File: src/include/agu_macros.svh
// AGU width and depth macros
`ifndef AGU_MACROS_SVH
`define AGU_MACROS_SVH

// register operand and address width
`define AGU_XLEN 32

// data bus width
`define AGU_BUS_W 64

// bytes per bus beat and write mask width
`define AGU_BUS_BYTES 8

// entries in the issue queue
`define AGU_QUEUE_DEPTH 4

// tag carried with each operation
`define AGU_TAG_W 6

`endif
File: src/hdl/agu_pkg.sv
// AGU shared types
`include "agu_macros.svh"

package agu_pkg;

    // memory operation code
    typedef enum logic [3:0] {
        NONE = 4'd0,
        LB   = 4'd1,
        LH   = 4'd2,
        LW   = 4'd3,
        LBU  = 4'd4,
        LHU  = 4'd5,
        SB   = 4'd6,
        SH   = 4'd7,
        SW   = 4'd8
    } mem_op_e;

    // one queued memory operation
    typedef struct packed {
        mem_op_e               op;
        logic [`AGU_XLEN-1:0]  rs1;
        logic [`AGU_XLEN-1:0]  rs2;
        logic [`AGU_XLEN-1:0]  imm;
        logic [`AGU_TAG_W-1:0] tag;
    } agu_entry_t;

    typedef logic [$clog2(`AGU_QUEUE_DEPTH)-1:0] queue_ptr_t;
    typedef logic [$clog2(`AGU_QUEUE_DEPTH):0]   queue_cnt_t;

    // output select encoding
    localparam logic [1:0] SEL_NONE  = 2'b00;
    localparam logic [1:0] SEL_QUEUE = 2'b01;
    localparam logic [1:0] SEL_LANE1 = 2'b10;
    localparam logic [1:0] SEL_LANE2 = 2'b11;

endpackage

File: src/hdl/agu_dual_top.sv
// Dual-issue AGU top level
`timescale 1ns/1ps
`include "agu_macros.svh"

module agu_dual_top (
    input  logic                      clk,
    input  logic                      rst_n,
    input  logic                      lsu_stall_i,
    input  logic                      lane1_valid_i,
    input  agu_pkg::mem_op_e          lane1_op_i,
    input  logic [`AGU_XLEN-1:0]      lane1_rs1_i,
    input  logic [`AGU_XLEN-1:0]      lane1_rs2_i,
    input  logic [`AGU_XLEN-1:0]      lane1_imm_i,
    input  logic [`AGU_TAG_W-1:0]     lane1_tag_i,
    input  logic                      lane2_valid_i,
    input  agu_pkg::mem_op_e          lane2_op_i,
    input  logic [`AGU_XLEN-1:0]      lane2_rs1_i,
    input  logic [`AGU_XLEN-1:0]      lane2_rs2_i,
    input  logic [`AGU_XLEN-1:0]      lane2_imm_i,
    input  logic [`AGU_TAG_W-1:0]     lane2_tag_i,
    output logic                      mem_req_o,
    output agu_pkg::mem_op_e          mem_op_o,
    output logic [`AGU_XLEN-1:0]      addr_o,
    output logic [`AGU_BUS_BYTES-1:0] wmask_o,
    output logic [`AGU_BUS_W-1:0]     wdata_o,
    output logic [`AGU_TAG_W-1:0]     tag_o,
    output logic                      misaligned_load_o,
    output logic                      misaligned_store_o,
    output logic                      stall_req_o,
    output logic                      atom_lock_o
);
    import agu_pkg::*;

    agu_entry_t lane1_entry;
    agu_entry_t lane2_entry;
    agu_entry_t head_entry;
    agu_entry_t out_entry;
    agu_entry_t slot0_entry;
    agu_entry_t slot1_entry;
    queue_ptr_t head;
    queue_ptr_t tail;
    queue_cnt_t count;
    logic [1:0] out_sel;
    logic [1:0] push_cnt;
    logic       slot0_lane2;
    logic       pop;

    // lane fields into entries
    assign lane1_entry = '{op: lane1_op_i, rs1: lane1_rs1_i, rs2: lane1_rs2_i,
                           imm: lane1_imm_i, tag: lane1_tag_i};
    assign lane2_entry = '{op: lane2_op_i, rs1: lane2_rs1_i, rs2: lane2_rs2_i,
                           imm: lane2_imm_i, tag: lane2_tag_i};

    agu_issue_ctrl u_ctrl (
        .lane1_valid_i (lane1_valid_i),
        .lane1_op_i    (lane1_op_i),
        .lane2_valid_i (lane2_valid_i),
        .lane2_op_i    (lane2_op_i),
        .count_i       (count),
        .lsu_stall_i   (lsu_stall_i),
        .out_sel_o     (out_sel),
        .slot0_lane2_o (slot0_lane2),
        .push_cnt_o    (push_cnt),
        .pop_o         (pop),
        .stall_req_o   (stall_req_o),
        .atom_lock_o   (atom_lock_o)
    );

    agu_queue_ptrs u_ptrs (
        .clk        (clk),
        .rst_n      (rst_n),
        .push_cnt_i (push_cnt),
        .pop_i      (pop),
        .head_o     (head),
        .tail_o     (tail),
        .count_o    (count)
    );

    agu_entry_queue u_queue (
        .clk          (clk),
        .tail_i       (tail),
        .head_i       (head),
        .push_cnt_i   (push_cnt),
        .slot0_i      (slot0_entry),
        .slot1_i      (slot1_entry),
        .head_entry_o (head_entry)
    );

    agu_entry_mux u_mux (
        .lane1_entry_i (lane1_entry),
        .lane2_entry_i (lane2_entry),
        .head_entry_i  (head_entry),
        .out_sel_i     (out_sel),
        .slot0_lane2_i (slot0_lane2),
        .out_entry_o   (out_entry),
        .slot0_o       (slot0_entry),
        .slot1_o       (slot1_entry)
    );

    agu_store_encode u_encode (
        .entry_i            (out_entry),
        .addr_o             (addr_o),
        .wmask_o            (wmask_o),
        .wdata_o            (wdata_o),
        .misaligned_load_o  (misaligned_load_o),
        .misaligned_store_o (misaligned_store_o)
    );

    // presented operation
    assign mem_req_o = (out_sel != SEL_NONE);
    assign mem_op_o  = out_entry.op;
    assign tag_o     = out_entry.tag;

endmodule

File: src/hdl/agu_store_encode.sv
// AGU address and store encoding
`timescale 1ns/1ps
`include "agu_macros.svh"

module agu_store_encode (
    input  agu_pkg::agu_entry_t       entry_i,
    output logic [`AGU_XLEN-1:0]      addr_o,
    output logic [`AGU_BUS_BYTES-1:0] wmask_o,
    output logic [`AGU_BUS_W-1:0]     wdata_o,
    output logic                      misaligned_load_o,
    output logic                      misaligned_store_o
);
    import agu_pkg::*;

    logic [2:0]            byte_off;
    logic [5:0]            bit_shift;
    logic [`AGU_BUS_W-1:0] rs2_byte;
    logic [`AGU_BUS_W-1:0] rs2_half;
    logic [`AGU_BUS_W-1:0] rs2_word;

    assign addr_o   = entry_i.rs1 + entry_i.imm;
    assign byte_off = addr_o[2:0];

    // store payloads zero extended to the bus
    assign rs2_byte = {{(`AGU_BUS_W - 8){1'b0}}, entry_i.rs2[7:0]};
    assign rs2_half = {{(`AGU_BUS_W - 16){1'b0}}, entry_i.rs2[15:0]};
    assign rs2_word = {{(`AGU_BUS_W - 32){1'b0}}, entry_i.rs2[31:0]};

    always_comb begin
        wmask_o   = '0;
        wdata_o   = '0;
        bit_shift = '0;
        case (entry_i.op)
            SB: begin
                bit_shift = {byte_off, 3'b000};
                wmask_o   = 8'b0000_0001 << byte_off;
                wdata_o   = rs2_byte << bit_shift;
            end
            // halves and words land on their natural lane
            SH: begin
                bit_shift = {byte_off[2:1], 4'b0000};
                wmask_o   = 8'b0000_0011 << {byte_off[2:1], 1'b0};
                wdata_o   = rs2_half << bit_shift;
            end
            SW: begin
                bit_shift = {byte_off[2], 5'b00000};
                wmask_o   = 8'b0000_1111 << {byte_off[2], 2'b00};
                wdata_o   = rs2_word << bit_shift;
            end
            default: begin
            end
        endcase
    end

    // misalignment checks
    assign misaligned_load_o =
        ((entry_i.op == LW) && (addr_o[1:0] != 2'b00)) ||
        ((entry_i.op inside {LH, LHU}) && addr_o[0]);

    assign misaligned_store_o =
        ((entry_i.op == SW) && (addr_o[1:0] != 2'b00)) ||
        ((entry_i.op == SH) && addr_o[0]);

endmodule

File: src/hdl/agu_entry_mux.sv
// AGU entry routing
`timescale 1ns/1ps

module agu_entry_mux (
    input  agu_pkg::agu_entry_t lane1_entry_i,
    input  agu_pkg::agu_entry_t lane2_entry_i,
    input  agu_pkg::agu_entry_t head_entry_i,
    input  logic [1:0]          out_sel_i,
    input  logic                slot0_lane2_i,
    output agu_pkg::agu_entry_t out_entry_o,
    output agu_pkg::agu_entry_t slot0_o,
    output agu_pkg::agu_entry_t slot1_o
);
    import agu_pkg::*;

    // presented entry, zero when nothing goes out
    always_comb begin
        case (out_sel_i)
            SEL_QUEUE: begin
                out_entry_o = head_entry_i;
            end
            SEL_LANE1: begin
                out_entry_o = lane1_entry_i;
            end
            SEL_LANE2: begin
                out_entry_o = lane2_entry_i;
            end
            default: begin
                out_entry_o = '0;
            end
        endcase
    end

    // slot 1 always takes the lane that slot 0 leaves
    always_comb begin
        if (slot0_lane2_i) begin
            slot0_o = lane2_entry_i;
            slot1_o = lane1_entry_i;
        end else begin
            slot0_o = lane1_entry_i;
            slot1_o = lane2_entry_i;
        end
    end

endmodule

File: src/hdl/agu_entry_queue.sv
// AGU entry storage
`timescale 1ns/1ps
`include "agu_macros.svh"

module agu_entry_queue (
    input  logic                clk,
    input  agu_pkg::queue_ptr_t tail_i,
    input  agu_pkg::queue_ptr_t head_i,
    input  logic [1:0]          push_cnt_i,
    input  agu_pkg::agu_entry_t slot0_i,
    input  agu_pkg::agu_entry_t slot1_i,
    output agu_pkg::agu_entry_t head_entry_o
);
    import agu_pkg::*;

    agu_entry_t mem_q [`AGU_QUEUE_DEPTH];
    queue_ptr_t tail_plus1;

    assign tail_plus1 = queue_ptr_t'((tail_i + 1) % `AGU_QUEUE_DEPTH);

    // slot 0 at the tail, slot 1 right behind it on a double push
    always_ff @(posedge clk) begin
        if (push_cnt_i != 2'd0) begin
            mem_q[tail_i] <= slot0_i;
        end
        if (push_cnt_i == 2'd2) begin
            mem_q[tail_plus1] <= slot1_i;
        end
    end

    // combinational head read
    assign head_entry_o = mem_q[head_i];

endmodule

File: src/hdl/agu_queue_ptrs.sv
// AGU queue pointers
`timescale 1ns/1ps
`include "agu_macros.svh"

module agu_queue_ptrs (
    input  logic                clk,
    input  logic                rst_n,
    input  logic [1:0]          push_cnt_i,
    input  logic                pop_i,
    output agu_pkg::queue_ptr_t head_o,
    output agu_pkg::queue_ptr_t tail_o,
    output agu_pkg::queue_cnt_t count_o
);
    import agu_pkg::*;

    queue_ptr_t head_next;
    queue_ptr_t tail_next;
    queue_cnt_t count_next;

    // wrap both pointers at the queue depth
    always_comb begin
        head_next  = queue_ptr_t'((head_o + pop_i) % `AGU_QUEUE_DEPTH);
        tail_next  = queue_ptr_t'((tail_o + push_cnt_i) % `AGU_QUEUE_DEPTH);
        count_next = count_o + queue_cnt_t'(push_cnt_i) - queue_cnt_t'(pop_i);
    end

    always_ff @(posedge clk or negedge rst_n) begin
        if (!rst_n) begin
            head_o  <= '0;
            tail_o  <= '0;
            count_o <= '0;
        end else begin
            head_o  <= head_next;
            tail_o  <= tail_next;
            count_o <= count_next;
        end
    end

endmodule

File: src/hdl/agu_issue_ctrl.sv
// AGU issue control
`timescale 1ns/1ps
`include "agu_macros.svh"

module agu_issue_ctrl (
    input  logic                lane1_valid_i,
    input  agu_pkg::mem_op_e    lane1_op_i,
    input  logic                lane2_valid_i,
    input  agu_pkg::mem_op_e    lane2_op_i,
    input  agu_pkg::queue_cnt_t count_i,
    input  logic                lsu_stall_i,
    output logic [1:0]          out_sel_o,
    output logic                slot0_lane2_o,
    output logic [1:0]          push_cnt_o,
    output logic                pop_o,
    output logic                stall_req_o,
    output logic                atom_lock_o
);
    import agu_pkg::*;

    logic       lane1_act;
    logic       lane2_act;
    logic       lane1_store;
    logic       lane2_store;
    logic       first_lane2;
    logic       direct;
    logic       accept;
    logic [1:0] n_in;
    logic [1:0] needed;
    queue_cnt_t free_cnt;

    // lane classification
    assign lane1_act   = lane1_valid_i && (lane1_op_i != NONE);
    assign lane2_act   = lane2_valid_i && (lane2_op_i != NONE);
    assign lane1_store = lane1_op_i inside {SB, SH, SW};
    assign lane2_store = lane2_op_i inside {SB, SH, SW};

    always_comb begin
        n_in = {1'b0, lane1_act} + {1'b0, lane2_act};

        // store goes ahead of a load in a mixed pair, else lane 1 first
        if (lane1_act && lane2_act && (lane1_store != lane2_store)) begin
            first_lane2 = lane2_store;
        end else begin
            first_lane2 = !lane1_act;
        end

        // queue head always wins over incoming lanes
        direct = !lsu_stall_i && (count_i == '0) && (n_in != 2'd0);
        pop_o  = !lsu_stall_i && (count_i != '0);

        if (lsu_stall_i) begin
            out_sel_o = SEL_NONE;
        end else if (count_i != '0) begin
            out_sel_o = SEL_QUEUE;
        end else if (n_in != 2'd0) begin
            out_sel_o = first_lane2 ? SEL_LANE2 : SEL_LANE1;
        end else begin
            out_sel_o = SEL_NONE;
        end

        // incoming ops that still need a queue slot
        needed   = n_in - {1'b0, direct};
        free_cnt = queue_cnt_t'(`AGU_QUEUE_DEPTH) - count_i;
        accept   = (queue_cnt_t'(needed) <= free_cnt);

        push_cnt_o  = accept ? needed : 2'd0;
        stall_req_o = !accept;

        // the presented lane is not pushed, so the other one fills slot 0
        slot0_lane2_o = direct ? !first_lane2 : first_lane2;
    end

    assign atom_lock_o = (count_i != '0);

endmodule

File: config.mk
export PLATFORM = sky130hd
export DESIGN_NAME = agu_dual_top
export DESIGN_NICKNAME = d
export VERILOG_FILES = /design/src/hdl/agu_pkg.sv /design/src/hdl/agu_dual_top.sv /design/src/hdl/agu_store_encode.sv /design/src/hdl/agu_entry_mux.sv /design/src/hdl/agu_entry_queue.sv /design/src/hdl/agu_queue_ptrs.sv /design/src/hdl/agu_issue_ctrl.sv
export VERILOG_INCLUDE_DIRS = /design/src /design/src/include
export SDC_FILE = /design/constraint.sdc
export NUM_CORES = 1
export LEC_CHECK = 0
export BUFFER_PORTS_ARGS = -buffer_cell sky130_fd_sc_hd__buf_4
export CAP_MARGIN = 5
export CORE_MARGIN = 4
export CORE_UTILIZATION = 64
export DETAILED_ROUTE_END_ITERATION = 7
export PLACE_DENSITY = 0.87
export REMOVE_ABC_BUFFERS = 1
export SLEW_MARGIN = 25
export SYNTH_ARGS = -nofsm -noshare
export SYNTH_HDL_FRONTEND = slang
export SYNTH_SLANG_ARGS = --single-unit
File: constraint.sdc
create_clock -name clk -period 21.1 [get_ports clk]
set_input_delay 0 -clock clk [delete_from_list [all_inputs] [get_ports clk]]
set_output_delay 0 -clock clk [all_outputs]
set_load 0.05 [all_outputs]
==> results of run 1 <==
## power groups by stage
stage                     clock (W)  sequential, W  combinational, W
after floorplan                   0        0.00161           0.00192
after detailed placement          0        0.00152           0.00264
final                      0.000797        0.00153           0.00286
after global routing       0.000831        0.00155           0.00297
after global placement            0        0.00150           0.00258
after CTS                  0.000786        0.00150           0.00275
## cell type report
| type | count | area share [%] |
|---|---|---|
| sequential | 431 | 38.9 |
| multi-input combinational | 1246 | 36.2 |
| timing repair buffer | 691 | 18.2 |
| clock buffer | 56 | 3.61 |
| tap | 518 | 1.95 |
| clock inverter | 22 | 0.667 |
| inverter | 33 | 0.381 |
| antenna | 12 | 0.0904 |
## stage by stage
stage	total power [W]	utilization, %
after floorplan	0.00353	-
after global placement	0.00408	73.0
after detailed placement	0.00416	73.1
after CTS	0.00504	85.0
after global routing	0.00535	85.1
final	0.00519	85.1
## final timing paths
check / slack (ps) / to / from
min reg2reg: 610 / u_ptrs.count_o[2] / u_ptrs.count_o[2]
max: 13980 / u_queue.mem_q[1][68] / lane2_op_i[1]
max in group asynchronous: 20280 / u_ptrs.head_o[1] / rst_n
min: 320 / mem_req_o / lsu_stall_i
min in group asynchronous: 510 / u_ptrs.head_o[0] / rst_n
max reg2reg: 14000 / u_queue.mem_q[1][68] / u_ptrs.count_o[0]
## cells by family (layout without fill, tap and decap cells)
family	Yosys count	in the layout	synth area share [%]
compound gates	298	298	7.11
xor+xnor	36	36	1.30
fa+ha+maj	45	45	2.27
buf+inv	150	802	2.46
flops	431	431	50.7
mux	616	616	31.4
other cells	0	12	0
simple gates	251	251	4.74
## registers in the layout, summed over array words and instances, names as in the netlist
signal and count:
u_ptrs.count_o 3, u_queue.mem_q 424, u_ptrs.head_o 2, u_ptrs.tail_o 2
## tightest hold or removal path, cell delays in order
cell and delay (ps):
buf_4 90, a21oi_1 50, buf_4 180
## Yosys cell counts, drive strengths merged, types with 6 or more instances
master	instances	share of area [%]
o21ai	95	1.9
inv	32	0.47
a31oi	6	0.15
nand3b	9	0.27
nor3	8	0.16
nand2	140	2.1
dfrtp	7	0.69
clkbuf	60	0.88
o211ai	13	0.38
and2	6	0.15
nand3	28	0.55
nand4	10	0.29
buf	57	1.1
mux2	433	19
o22ai	32	0.79
o221ai	10	0.34
nor2	22	0.33
a21o	18	0.53
a311oi	6	0.35
xnor2	23	0.85
xor2	13	0.45
mux4	104	9.2
a21oi	89	1.7
a22oi	7	0.21
ha	43	2.1
edfxtp	424	50
mux2i	79	3.1
## routing by layer
metal | global-route usage, % | vias up | wire, um
met5 | 0 | - | 50
met2 | 65.2 | 1742 | 42500
li1 | - | 8503 | -
met3 | 9.07 | 320 | 9580
met4 | 16.2 | 8 | 3950
met1 | 48.0 | 10100 | 30000
==> metrics.yaml, run 1 <==
layout:
  final_cell_mix: "424 x edfxtp_1, 412 x mux2_2, 369 x buf_4"
  multiInputGateArea_um2: 12000
  seqCellArea_um2: 12900
  drive_gt1_share_pct: 39.6
  final_nets: 2710
  mostFrequentLayoutCell: "edfxtp_1"
  finalInstanceArea_um2: 33200
  syn2layout_area_growth_pct: 30.4
  fin_cells: 3009
  fillers: 1803
timing:
  fin_ws_ps: 13980
  worstMarginPinSlew_ps: 1030
  fmax_ghz: 0.140
  period_minus_slack_ps: 7120
  relSlewSlack_pct: 31.5
  clock_skew_ps: 11.4
  hold_ws_ps: 322
  drv_slew: 0
  hold_viol_final: 0
  tns_ps: 0
  grt_setup_unrepaired: "false"
  period_share_pct: 33.8
  finalSetupViolations: 0
die:
  die_area_um2: 43100
  start_util_pct: 65.3
  core_um2: 39000
  die_h_um: 207
  rows: 72
  ioPinCount: 336
  die_w_um: 207
setup_path:
  worst_setup_path_end_kind: "flip-flop"
  crit_family: "buffers and inverters"
  cp_data_arrival_time_ps: 7420
  worst-path-stages: 23
  cpPeakStageDelay_ps: 720
  cp-start-kind: "input port"
  path_cells: "dlygate4sd3_1, buf_4, or3_1, o21ai_0, ha_1, or3_4, inv_1, ha_1, xnor2_1, inv_1, ha_1, nand2_1, nand2_1, nor2_1, nor2_1, inv_1, nor2_1, and2_1, xor2_4, buf_4, buf_4, mux2_2, dlygate4sd3_1"
  crit_path_max_fanout: 43
  path_buf_inv: 8
  crit_slowest_cell: "buf_4"
  crit_type: "in2reg"
  r2r_cells: 22
  required_ps: 21400
pwr:
  peakVddDrop_uv: 177
  pwr-share-clk_pct: 15.4
  power_density_nw_per_um2: 156
  leakage_nw: 12.5
  pwr-share-seq_pct: 29.5
  switching_share_pct: 43.7
  p_int_w: 0.00292
  switchingPower_w: 0.00227
  p_comb_share_pct: 55.1
global_route:
  grt_usage_pct: 38.5
  antenna_found_initial: 15
  grt_pass1_vias: 22000
  grt_pass1_wl_um: 130000
  overflow: 0
  grt_max_degree: 61
routing:
  first_pass_iters: 6
  wl_um: 86100
  drt_iter0_drc: 2702
  ant_nets: 0
  wire_per_inst_um: 28.6
  remaining_drc_errors: 0
  vias_per_cell: 6.87
  via_count: 20700
clock_tree:
  cts_buffers: 45
  cts_root_buffer: "clkbuf_16"
  cts.clk_slew.worst_paths_ps: 60
  cts_resized: 0
  clock-sinks: 431
  cts_setup_buffers: 0
  htreeDepth: 2
  holdBufCountCts: 320
  cts_buffer_depth: 3
  clk_latency_ps: 570
  cts_tree: "built"
synth:
  synth_edf_count: 424
  seq_area_frac_synth_pct: 50.7
  ys_dominant_reg_cell: "edfxtp_1"
  syn_area_per_cell_um2: 13.9
  synth_cell_types: 64
  ys_warn_count: 0
  netlist_instances: 1827
  ys_ff_latch: 431
  syn-cell-area_um2: 25500
  async_flop_share_pct: 1.62
placement:
  placed_area_um2: 28500
  io_buffers: 335
  place_inst: 2599
  hpwlAfterDp_um: 47100
  gp_congestion: 0.996
  place_ws_ps: 14940
run_status:
  status: "complete, no violations"
hold_path:
  hold_path_depth: 3
  hold_class: "in2out"
flow_run:
  cap_violations: 0
(Power assumes the default switching activity.)
==> run 2: changes to the inputs <==
CORE_UTILIZATION = 53   (was 64)
PLACE_DENSITY = 0.77   (was 0.87)
clock period = 6.4 ns   (was 21.1 ns; I/O delays follow)
==> run 2 against run 1 <==
Compared with the run above: routed wire length decreased by 8.7%; worst hold slack got worse by 33 ps; via count decreased by 5.6%; combinational power increased to 3.2 times the previous value; largest cell class unchanged; clock power grew to 3.3 times the previous value; register-to-register slack got worse by 13000 ps; clock-buffer cell count is 15 higher; critical endpoint is now addr_o[29]; first-iteration DRC count down 32%; core utilization is 15 points lower; sequential share of layout area fell by 0.26 points; largest power group unchanged.
==> metrics.yaml, run 2 (synthesized netlist as in run 1, its figures left out) <==
run_status:
  status: "complete, no violations"
routing:
  wire_per_inst_um: 25.2
  first_pass_iters: 5
  wl_um: 78600
  via_count: 19500
  remaining_drc_errors: 0
  ant_nets: 0
  vias_per_cell: 6.26
  drt_iter0_drc: 1831
placement:
  placed_area_um2: 28700
  hpwlAfterDp_um: 45800
  io_buffers: 335
  gp_congestion: 0.910
  place_inst: 2698
layout:
  mostFrequentLayoutCell: "edfxtp_1"
  top_register: "u_queue.mem_q"
  fin_cells: 3118
  finalInstanceArea_um2: 33400
  largest_register_ffs: 424
  final_nets: 2714
  drive_gt1_share_pct: 39.5
  syn2layout_area_growth_pct: 31.2
  final_cell_mix: "424 x edfxtp_1, 412 x mux2_2, 365 x buf_4"
  reg_top3: "u_queue.mem_q x424, u_ptrs.count_o x3"
clock_tree:
  cts_buffers: 47
  cts_setup_buffers: 0
  clk_latency_ps: 590
  clock-sinks: 431
  cts.clk_slew.worst_paths_ps: 50
  cts_buffer_depth: 3
  htreeDepth: 2
  cts_root_buffer: "clkbuf_16"
  cts_tree: "built"
timing:
  period_share_pct: 94.7
  drv_slew: 0
  hold_ws_ps: 288
  period_minus_slack_ps: 6060
  worstMarginPinSlew_ps: 1100
  hold_viol_final: 0
  finalSetupViolations: 0
  fmax_ghz: 0.165
  relSlewSlack_pct: 26.4
  grt_setup_unrepaired: "false"
  clock_skew_ps: 9.67
die:
  die_area_um2: 51600
  die_w_um: 227
  start_util_pct: 53.5
  core_um2: 47600
  rows: 80
  ioPinCount: 336
  die_h_um: 227
setup_path:
  crit_top_cell: "o21ai_0"
  cp-start-kind: "input port"
  crit_type: "in2out"
  worst_setup_path_end_kind: "primary output"
  required_ps: 6400
  crit_slowest_cell: "dlygate4sd3_1"
  path_cells: "dlygate4sd3_1, buf_4, or3_1, o21ai_0, inv_1, ha_1, inv_1, o21ai_0, a31oi_2, or2_4, buf_12, mux2i_1, o21ai_0, ha_1, a21oi_1, o21ai_0, a311oi_1, nand3b_1, o21ai_0, buf_4, o21ai_0, a21oi_1, xnor2_1, buf_4"
  cpPeakStageDelay_ps: 540
  cp_data_arrival_time_ps: 6060
  crit_path_max_fanout: 28
pwr:
  power_density_nw_per_um2: 505
  leakage_nw: 12.5
  p_total_w: 0.0169
  peakVddDrop_uv: 556
global_route:
  overflow: 0
  antenna_found_initial: 16
  grt_pass1_vias: 20300
  grt_max_degree: 81
  grt_pass1_wl_um: 118000
  grt_usage_pct: 29.5
hold_path:
  hold_class: "in2reg"
flow_run:
  cap_violations: 0
run 2: changes by cell type in the layout (fill, tap and decap cells not counted), moves of 2 or more:
cell        before  now
bufinv_16        4    2
inv_6            0    3
clkbuf_1         9   20
buf_4          369  365
buf_12           0    8
buf_16           2    0
a21oi_2          3    1
clkbuf_8         1    4
clkinvlp_4       2    0
a21oi_1         85   87
clkinv_1        10    7
run 2: cell type report:
class,count,area [um^2]
multi-input combinational,1246,12000
clock inverter,17,139
fill,3209,14200
sequential,431,12900
antenna,12,30.0
clock buffer,71,1310
tap,615,769
inverter,33,126
timing repair buffer,693,6100
run 2: final timing paths:
kind / startpoint / slack [ps] / cells past startpoint / to
min in group asynchronous: rst_n / 470 / 3 / u_ptrs.head_o[0]
hold reg to reg: u_ptrs.count_o[2] / 630 / 2 / u_ptrs.count_o[2]
max in group asynchronous: rst_n / 5630 / 3 / u_ptrs.head_o[1]
setup / recovery: lane2_op_i[1] / 340 / 24 / addr_o[29]
setup reg to reg: u_ptrs.count_o[0] / 530 / 21 / u_queue.mem_q[3][91]
hold / removal: lane2_rs1_i[14] / 290 / 3 / u_queue.mem_q[2][84]
run 2: critical path: cells and delay by family:
kind | cells | cell delay [ps]
AOI/OAI and AO/OA | 10 | 2340
xor gates and xnor gates | 1 | 220
adders and majority gates | 2 | 670
buffers and inverters | 7 | 1640
muxes | 1 | 210
and+or+nand+nor | 3 | 910
run 2: metal layers:
layer  GRT usage (%)  vias to the layer above  wire length [um]
li1                -                     8517                 -
met1            37.6                     9840             30600
met2            50.2                      989             38900
met3            7.04                      166              7100
met4            9.41                        8              2000
met5               0                        -                55
run 2: repair_timing:
action	4_1_cts	5_1_grt
endpoints found under the setup margin	0	7
endpoints found under the hold margin	431	0
gates resized for setup	0	3
hold buffers	320	0
run 2: stage by stage:
step / TNS [ps] / utilization [%] / setup WS [ps]
2_1_floorplan: -4146790 / - / -6700
3_3_place_gp: 0 / 60.3 / 829
3_5_place_dp: 0 / 60.3 / 807
4_1_cts: 0 / 70.1 / 239
5_1_grt: 0 / 70.1 / 1.78
6_report: 0 / 70.1 / 338
run 2: where the power goes:
group | internal (W) | switching (W)
registers | 0.00460 | 0.000417
logic | 0.00353 | 0.00571
clock network | 0.00149 | 0.00112
